<file path="src/tile_pkg.sv">
package tile_pkg;

    // 32-bit elements carried by one 256-bit beat.
    localparam int ELEMS_PER_BEAT = 8;

    typedef struct packed {
        logic [31:0] base_a;
        logic [31:0] base_b;
        logic [31:0] m;
        logic [31:0] k;
        logic [31:0] n;
        logic        a_mode;
        logic        b_mode;
    } gemm_cfg_t;

    // Raw bus word, or eight element lanes for masking.
    typedef union packed {
        logic [255:0]                    raw;
        logic [ELEMS_PER_BEAT-1:0][31:0] lane;
    } beat_u;

    typedef struct packed {
        logic        valid;
        logic [31:0] addr;
    } row_req_t;

    typedef struct packed {
        logic  valid;
        beat_u data;
    } beat_rsp_t;

    typedef struct packed {
        logic       we;
        logic       sel_b;
        logic [7:0] row;
        logic [7:0] beat;
        beat_u      data;
    } tile_wr_t;

endpackage

</file>
<file path="src/beat_reader.sv">
`timescale 1ns/10ps

module beat_reader
    import tile_pkg::*;
#(
    parameter int TILE = 16
) (
    input  logic         clk,
    input  logic         rstn,
    input  row_req_t     req,
    output logic         idle,
    output beat_rsp_t    rsp,
    output logic         mem_cyc,
    output logic         mem_stb,
    output logic [31:0]  mem_adr,
    input  logic         mem_ack,
    input  logic [255:0] mem_dat_r
);

    localparam int BEATS = TILE / ELEMS_PER_BEAT;

    logic [7:0] beat_cnt;
    logic       beat_done;

    assign beat_done = mem_stb && mem_ack;
    assign idle      = !mem_cyc;

    always_ff @(posedge clk) begin
        if (!rstn) begin
            mem_cyc   <= 1'b0;
            mem_stb   <= 1'b0;
            rsp.valid <= 1'b0;
            beat_cnt  <= '0;
        end else begin
            rsp.valid <= beat_done;
            if (beat_done) begin
                rsp.data.raw <= mem_dat_r;
            end
            if (!mem_cyc) begin
                if (req.valid) begin
                    mem_cyc  <= 1'b1;
                    mem_stb  <= 1'b1;
                    mem_adr  <= req.addr;
                    beat_cnt <= '0;
                end
            end else if (beat_done) begin
                // Drop stb for a cycle between beats.
                mem_stb <= 1'b0;
                if (beat_cnt == 8'(BEATS - 1)) begin
                    mem_cyc <= 1'b0;
                end else begin
                    beat_cnt <= beat_cnt + 8'd1;
                    mem_adr  <= mem_adr + 32'(ELEMS_PER_BEAT);
                end
            end else if (!mem_stb) begin
                mem_stb <= 1'b1;
            end
        end
    end

endmodule

</file>
<file path="config.mk">
export PLATFORM = sky130hd
export DESIGN_NAME = beat_reader
export DESIGN_NICKNAME = d
export VERILOG_FILES = /design/src/tile_pkg.sv /design/src/beat_reader.sv
export SDC_FILE = /design/constraint.sdc
export NUM_CORES = 1
export LEC_CHECK = 0
export CAP_MARGIN = 10
export CORE_AREA = 2 2 225 227
export CTS_CLUSTER_SIZE = 28
export DETAILED_ROUTE_END_ITERATION = 12
export DIE_AREA = 0 0 227 229
export DONT_BUFFER_PORTS = 1
export MAX_ROUTING_LAYER = met4
export PLACE_DENSITY = 0.43
export SETUP_SLACK_MARGIN = 0.02
export SLEW_MARGIN = 0
export SYNTH_ARGS = -nofsm -noshare
export SYNTH_HDL_FRONTEND = slang
export SYNTH_SLANG_ARGS = --single-unit
</file>
<file path="constraint.sdc">
create_clock -name clk -period 9.7 [get_ports clk]
set_input_delay 2.425 -clock clk [delete_from_list [all_inputs] [get_ports clk]]
set_output_delay 2.425 -clock clk [all_outputs]
set_load 0.05 [all_outputs]
</file>
==> flow_summary.yaml <==
placement:
  placed_area_sq_mm: 0.0110
  globalplace.congestion: 0.791
  place.detailed.hpwl_um: 24300
  portBuffers: 0
power_and_ir_drop:
  power.total_mw: 2.96
  ir_drop_mv: 0.117
  internal_power_mw: 2.24
  p_per_area_mw_per_mm2: 245
  p_leak_nw: 3.64
  switching_share_pct: 24.4
  p_comb_share_pct: 1.8
  clkPwrFrac_pct: 43.6
  p_seq_share_pct: 54.6
  p_sw_mw: 0.723
sta:
  period_share_pct: 47.8
  relSlewSlack_pct: 29.6
  final_max_slew_viol_count: 0
  min_period_ns: 4.63
  clock_skew_ns: 0.0184
  worstMarginPinSlew_ns: 1.05
  hold_viol_final: 0
  fin_setup_tns_ns: 0
  rsz0062_at_grt: "false"
  setup_viol: 0
  max_freq_mhz: 216
die:
  core-area_sq_mm: 0.0497
  initial_core_util_pct: 20.4
  num_io_pins: 584
  dieArea_sq_mm: 0.0520
  fp.dieH_um: 229
  die_w_um: 227
  num_rows: 82
global_routing:
  grt_pass1_vias: 4896
  track_usage_pct: 12.1
  grt_max_degree: 148
  grt_pass1_wl_um: 42100
  globalRouteOverflowTotal: 0
  antenna_found_initial: 21
final_layout:
  final_common_cell: "edfxtp_1"
  syn2layout_area_growth_pct: 19.2
  drive_gt1_share_pct: 10.6
  layout.nets: 831
  final_area_sq_mm: 0.0121
  mostFrequentLayoutCells: "288 x edfxtp_1, 34 x clkbuf_16, 30 x nor2_1"
drt:
  routed-via-count: 5004
  drt-initial-drc-count: 313
  viasPerCell: 4.04
  ant_nets: 0
  drt_pass1_iterations: 4
  wl_per_cell_um: 26.3
  drc_errors: 0
  drt-total-wl_um: 32700
worst_setup_path:
  worst_setup_path_end_kind: "output pin"
  crit_type: "reg -> out"
  critPathArrivalTime_ns: 2.21
  crit_required_ns: 7.28
  worstSetupStartpointType: "flip-flop"
  critPathMaxFanout: 66
synth:
  seq_area_frac_synth_pct: 87.5
  synth_top_area_cell: "edfxtp_1"
  netlist_area_sq_mm: 0.0101
  synth_area_per_cell_sq_um: 19.8
  syn_nets: 806
  ys_warn_count: 0
  synth_seq_cells: 299
  ys.flop_type: "edfxtp_1"
  synth_cell_types: 44
  synth_top_area_share_pct: 85.3
  synth-edff-count: 288
  synthCells: 511
  async_reset_ff_share_pct: 0
  synthTopCellsByArea: "edfxtp_1 85%, dfxtp_1 2.2%, nor2_1 1.1%, a31oi_1 0.99%, o31ai_1 0.96%"
clock_network:
  cts.sinks: 299
  cts_root_buffer: "clkbuf_16"
  cts_buffers: 34
  htreeDepth: 2
  post_cts.repair.setup_buffers: 0
  clk_path_buf_depth: 3
  cts_tree: "yes"
  clk_pin_slew_ns: 0.06
  hold_buffers: 0
  cts_resized: 0
  clock_latency_ns: 0.53
job:
  cap_violations: 0
hold_path:
  min_path_type: "reg -> reg"
outcome:
  status: "complete, no violations"
==> synthesized netlist by cell type (all sizes together), types with 3 or more instances <==
library cell / instances
a21oi: 15
and3: 5
dfxtp: 11
buf: 5
nor2b: 5
nand3: 11
o221ai: 3
or4: 14
nor4: 4
nand4: 6
ha: 3
a31oi: 16
o21ai: 5
clkbuf: 10
xnor2: 10
o31ai: 13
nor2: 30
nand2: 14
inv: 8
edfxtp: 288
nor3: 7
o211a: 3
==> sequential cells by signal, summed over array words and instances, names as in the netlist <==
| signal | flops |
|---|---|
| beat_cnt | 8 |
| mem_adr | 32 |
| mem_stb | 1 |
| mem_cyc | 1 |
| rsp | 257 |
==> worst max-delay path: stages, from the launching register on <==
cell and delay [ns]:
dfxtp_2 0.31, buf_4 0.59, clkinv_1 0.75
==> power groups by stage <==
| stage | sequential, mW | combinational [mW] | clock, mW |
|---|---|---|---|
| after CTS | 1.62 | 0.0552 | 1.34 |
| after floorplan | 1.64 | 0.0408 | 0 |
| after detailed placement | 1.64 | 0.0554 | 0 |
| after global placement | 1.64 | 0.0540 | 0 |
| after global routing | 1.62 | 0.0616 | 1.39 |
| final | 1.62 | 0.0539 | 1.29 |
==> cell families (layout without fill, tap and decap cells) <==
kind of cell    after synthesis  in the layout  synth area share (%)
flops                       299            299                  87.5
simple gates                108            108                  5.74
compound gates               62             62                  4.07
buf+inv                      24             72                 0.975
xor+xnor                     12             12                  1.04
fa+ha+maj                     3              3                 0.370
mux                           3              3                 0.321
other cells                   0              9                     0
==> routing by layer <==
metal,GRT usage (%),wire (um),up-vias
met3,7.31,4230,75
met2,20.9,16700,362
met5,-,0,-
met1,11.2,10900,2473
li1,-,-,2094
met4,3.37,835,0
==> metrics by stage <==
stage | worst slack [ns] | std cells | hold slack (ns) | util, %
floorplan | 0.742 | 511 | 0.424 | -
CTS | 5.00 | 1231 | 0.466 | 24.3
global route | 4.89 | 1240 | 0.484 | 24.3
detailed placement | 5.40 | 1172 | 0.457 | 22.1
finish | 5.07 | 1240 | 0.462 | 24.3
global placement | 5.44 | 1172 | 0.454 | 22.1
==> final timing paths <==
path | startpoint | to | slack [ns] | cells past startpoint
setup / recovery | mem_cyc$_SDFF_PN0_ | idle | 5.07 | 2
hold reg to reg | beat_cnt[7]$_SDFFE_PN0P_ | beat_cnt[7]$_SDFFE_PN0P_ | 0.46 | 1
hold / removal | beat_cnt[7]$_SDFFE_PN0P_ | beat_cnt[7]$_SDFFE_PN0P_ | 0.46 | 1
setup reg to reg | mem_adr[11]$_DFFE_PP_ | mem_adr[28]$_DFFE_PP_ | 6.62 | 4
==> area by class of cell <==
cell class              instances  area, sq um
diodes                          9         22.5
repair buffers                  4         42.5
well taps                     672          841
fillers                      5117        37600
clock buffers                  39          870
inverters                       9         33.8
flip-flops and latches        299         8870
multi-input cells             188         1170
clock inverters                20          228
Note: power is estimated with default switching activity, not from simulation.
