<file path="src/tile_pkg.sv">
package tile_pkg;

    // 32-bit elements carried by one 256-bit beat.
    localparam int ELEMS_PER_BEAT = 8;

    typedef struct packed {
        logic [31:0] base_a;
        logic [31:0] base_b;
        logic [31:0] m;
        logic [31:0] k;
        logic [31:0] n;
        logic        a_mode;
        logic        b_mode;
    } gemm_cfg_t;

    // Raw bus word, or eight element lanes for masking.
    typedef union packed {
        logic [255:0]                    raw;
        logic [ELEMS_PER_BEAT-1:0][31:0] lane;
    } beat_u;

    typedef struct packed {
        logic        valid;
        logic [31:0] addr;
    } row_req_t;

    typedef struct packed {
        logic  valid;
        beat_u data;
    } beat_rsp_t;

    typedef struct packed {
        logic       we;
        logic       sel_b;
        logic [7:0] row;
        logic [7:0] beat;
        beat_u      data;
    } tile_wr_t;

endpackage

</file>
<file path="src/cfg_regs.sv">
`timescale 1ns/10ps

module cfg_regs
    import tile_pkg::*;
(
    input  logic        clk,
    input  logic        rstn,
    input  logic        wb_cyc,
    input  logic        wb_stb,
    input  logic        wb_we,
    input  logic [2:0]  wb_adr,
    input  logic [31:0] wb_dat_w,
    output logic [31:0] wb_dat_r,
    output logic        wb_ack,
    input  logic        busy,
    output gemm_cfg_t   cfg,
    output logic        start
);

    logic served;
    logic take;

    // One ack per host access, then hold off until stb drops.
    assign take = wb_cyc && wb_stb && !served;

    always_ff @(posedge clk) begin
        if (!rstn) begin
            served <= 1'b0;
            wb_ack <= 1'b0;
            start  <= 1'b0;
            cfg    <= '0;
        end else begin
            wb_ack <= take;
            start  <= take && wb_we && (wb_adr == 3'd6) && wb_dat_w[0] && !busy;
            if (!(wb_cyc && wb_stb)) begin
                served <= 1'b0;
            end else if (take) begin
                served <= 1'b1;
            end
            // Job registers are frozen while a job runs.
            if (take && wb_we && !busy) begin
                case (wb_adr)
                    3'd0: cfg.base_a <= wb_dat_w;
                    3'd1: cfg.base_b <= wb_dat_w;
                    3'd2: cfg.m      <= wb_dat_w;
                    3'd3: cfg.k      <= wb_dat_w;
                    3'd4: cfg.n      <= wb_dat_w;
                    3'd5: begin
                        cfg.a_mode <= wb_dat_w[0];
                        cfg.b_mode <= wb_dat_w[1];
                    end
                    default: ;
                endcase
            end
        end
    end

    // Read data lines up with ack.
    always_ff @(posedge clk) begin
        if (take) begin
            case (wb_adr)
                3'd0:    wb_dat_r <= cfg.base_a;
                3'd1:    wb_dat_r <= cfg.base_b;
                3'd2:    wb_dat_r <= cfg.m;
                3'd3:    wb_dat_r <= cfg.k;
                3'd4:    wb_dat_r <= cfg.n;
                3'd5:    wb_dat_r <= {30'b0, cfg.b_mode, cfg.a_mode};
                3'd6:    wb_dat_r <= {31'b0, busy};
                default: wb_dat_r <= '0;
            endcase
        end
    end

endmodule

</file>
<file path="config.mk">
export PLATFORM = sky130hd
export DESIGN_NAME = cfg_regs
export DESIGN_NICKNAME = d
export VERILOG_FILES = /design/src/tile_pkg.sv /design/src/cfg_regs.sv
export SDC_FILE = /design/constraint.sdc
export NUM_CORES = 1
export LEC_CHECK = 0
export BUFFER_PORTS_ARGS = -buffer_cell sky130_fd_sc_hd__buf_4
export CAP_MARGIN = 30
export CORE_UTILIZATION = 45
export CTS_BUF_LIST = sky130_fd_sc_hd__clkbuf_4
export DETAILED_ROUTE_END_ITERATION = 16
export PLACE_DENSITY = 0.76
export SLEW_MARGIN = 20
export SYNTH_ARGS = -nofsm -noshare
export SYNTH_HDL_FRONTEND = slang
export SYNTH_SLANG_ARGS = --single-unit
export TNS_END_PERCENT = 30
</file>
<file path="constraint.sdc">
create_clock -name clk -period 3.42 [get_ports clk]
set_input_delay 0.684 -clock clk [delete_from_list [all_inputs] [get_ports clk]]
set_output_delay 0.684 -clock clk [all_outputs]
set_load 0.005 [all_outputs]
</file>
==> reports/qor.yml <==
synthesis:
  synthCells: 760
  yosys.area.top_type_share: 0.408
  synth_fp_nets: 801
  synthesis.area_um2: 8110
  syn_area_per_cell_um2: 10.7
  seq_area_frac_synth: 0.526
  ys_ff_latch: 197
  yosysTopAreaCell: "dfxtp_1"
  synth_cell_types: 30
  synthTopCellsByArea: "dfxtp_1, mux2i_1, edfxtp_1"
  yosysWarnings: 0
detailed_routing:
  drcViolationCount: 0
  routedWlPerCell_um: 18.0
  ant_nets: 0
  drtIter0Drc: 377
  firstDrtPassIters: 4
  vias: 6415
  vias_per_cell: 5.30
  routed_wl_um: 21800
clock_tree:
  cts_tree: "built"
  ctsHoldBuffers: 0
  max-clock-path-buffers: 2
  clk_pin_slew_ns: 0.15
  numCtsBuffers: 17
  clock-sinks: 197
  cts_resized: 0
  cts_root_buf: "clkbuf_4"
  htreeDepth: 4
  post_cts_buffers: 0
  worstSkewPairLatency_ns: 0.57
setup_path:
  r2r-start: "served$_SDFFE_PN0N_"
  critPathCaptureType: "register"
  crit_type: "register to register"
  crit_end: "cfg[53]$_SDFFE_PN0P_"
  ff2ff_path_depth: 3
  crit_start: "served$_SDFFE_PN0N_"
  cp.depth: 3
  critPathLaunchType: "register"
  crit_buf_inv: 0
  critPathMaxFanout: 32
  regToRegSetupSlack_ns: 1.19
  critical_path.top_delay_family: "simple AND/OR/NAND/NOR gates"
  cp.required_ns: 3.89
  cp_slowest_cell: "nand4_4"
  arrival_ns: 2.70
  cpPeakStageDelay_ns: 0.80
  reg2reg_to: "cfg[53]$_SDFFE_PN0P_"
  path_cells: "nor2_1, nand4_4, mux2i_1"
power:
  p_comb_frac: 0.067
  p_int_mw: 3.00
  swShare: 0.239
  power_frac_seq: 0.605
  powerDensity_nw_per_um2: 379
  clkPwrFrac: 0.328
  p_total_mw: 3.95
  vdd_ir_drop_max_uv: 198
  power.leakage_nw: 5.43
  p_switching_mw: 0.944
floorplanning:
  die_x_um: 136
  core_um2: 17400
  rows: 48
  dieHeight_um: 136
  initial_core_util: 0.465
  ios: 237
  die-area_um2: 18600
global_routing:
  grt_pass1_vias: 6142
  met1_usage: 0.316
  overflow: 0
  grt_use_met2: 0.370
  grt_busiest_layer: "met2"
  grt.total_usage: 0.236
  grt_pass1_wl_um: 33200
  antenna_found_initial: 1
  grt_max_degree: 67
  use_met3: 0.0652
cells_and_area:
  drive_gt1_frac: 0.297
  area_growth_pct: 28.5
  finalNetCount: 1012
  layout.cells.non_filler: 1210
  final_util: 0.598
timing:
  hold_violations: 0
  maxSlewViolCount: 0
  rsz0062_at_grt: "no"
  setup_violations: 0
  setup_tns_ns: 0
  period_minus_slack_ns: 2.23
  fin_skew_ns: 0.0243
  min_period_over_period: 0.651
  slew_headroom: 0.358
  worst_slew_pin_slew_ns: 0.963
  fmax_mhz: 449
  whs_ns: 0.379
min_path:
  hp-class: "primary input to register"
  holdCritStartpoint: "wb_dat_w[0]"
flow_run:
  cap_violations: 0
place:
  port_buffers: 236
  dp_hpwl_um: 14300
  dp_cells: 1176
  gp_congestion: 0.782
status:
  status: "finished, final reports clean"
cells in the final DEF, fill, tap and decap left out, types with 2 or more instances in the layout:
master	instances
a21o_1	3
buf_12	5
buf_4	243
bufinv_16	3
clkbuf_4	19
clkinv_1	2
clkinv_2	3
clkinv_4	2
dfxtp_1	165
edfxtp_1	32
inv_6	2
mux2_2	3
mux2i_1	225
nand2_1	221
nand3_2	2
nand3b_1	2
nand4_4	2
nor2_1	2
nor2b_1	2
o221ai_1	27
o22ai_1	3
synthesized netlist by cell type (all sizes together):
cell     instances
and3             1
and4             1
buf             29
nand4            2
nand2          221
or2              1
nor2b            2
and4b            1
nand3            2
and4bb           1
o21ai            1
o22ai            3
o221ai          27
clkbuf          28
nand4b           2
nor3b            1
a21o             3
nand2b           1
edfxtp          32
nor2             3
mux2i          225
nand3b           2
a2bb2oi          1
o211ai           1
o221a            1
dfxtp          165
mux2             3
state kept, by name (all words and copies together) (netlist names):
signal,cells
served,1
wb_dat_r,32
start,1
wb_ack,1
cfg,162
stage by stage:
stage	cell area, µm²	setup slack [ns]
detailed placement	10100	0.717
CTS	10400	1.11
global route	10400	1.05
finish	10400	1.19
global placement	10100	0.857
floorplan	8110	0.905
worst reg2reg max path: cells and delay by family, from the launching register on:
family           cells  cell delay, ns
flip-flops           1            0.39
multiplexers         1            0.41
AND/OR/NAND/NOR      2            1.33
worst min path at each step:
stage	endpoint	cells past startpoint
floorplan	wb_ack$_SDFF_PN0_	1
global placement	cfg[55]$_SDFFE_PN0P_	2
detailed placement	cfg[33]$_SDFFE_PN0P_	2
CTS	start$_SDFF_PN0_	2
global route	start$_SDFF_PN0_	2
finish	start$_SDFF_PN0_	2
metal layers:
layer	vias up	wire length (µm)
met1	3122	9830
met3	21	1370
met5	-	0
met2	197	10400
li1	3075	-
met4	0	233
power by group through the flow:
| stage | Combinational (mW) | Clock (mW) | Sequential [mW] |
|---|---|---|---|
| after floorplan | 0.135 | 0 | 2.44 |
| after global placement | 0.263 | 0 | 2.44 |
| after detailed placement | 0.264 | 0 | 2.44 |
| after CTS | 0.264 | 1.32 | 2.39 |
| after global routing | 0.283 | 1.41 | 2.39 |
| final | 0.264 | 1.29 | 2.39 |
kinds of logic (layout without fill, tap and decap cells):
group | after synthesis | after routing | synth area share
muxes | 228 | 228 | 0.282
and+or+nand+nor | 241 | 241 | 0.123
other | 0 | 1 | 0
buffers and inverters | 57 | 281 | 0.0309
AOI/OAI and AO/OA | 37 | 37 | 0.0383
DFF | 197 | 197 | 0.526
layout make-up:
class	instances	area, µm²
fill	1540	7000
tap	225	282
timing repair buffer	249	1940
clock inverter	13	154
multi-input combinational	506	3630
sequential	197	4260
antenna	1	2.50
clock buffer	19	143
No activity file was read; power rests on OpenSTA's default activity.
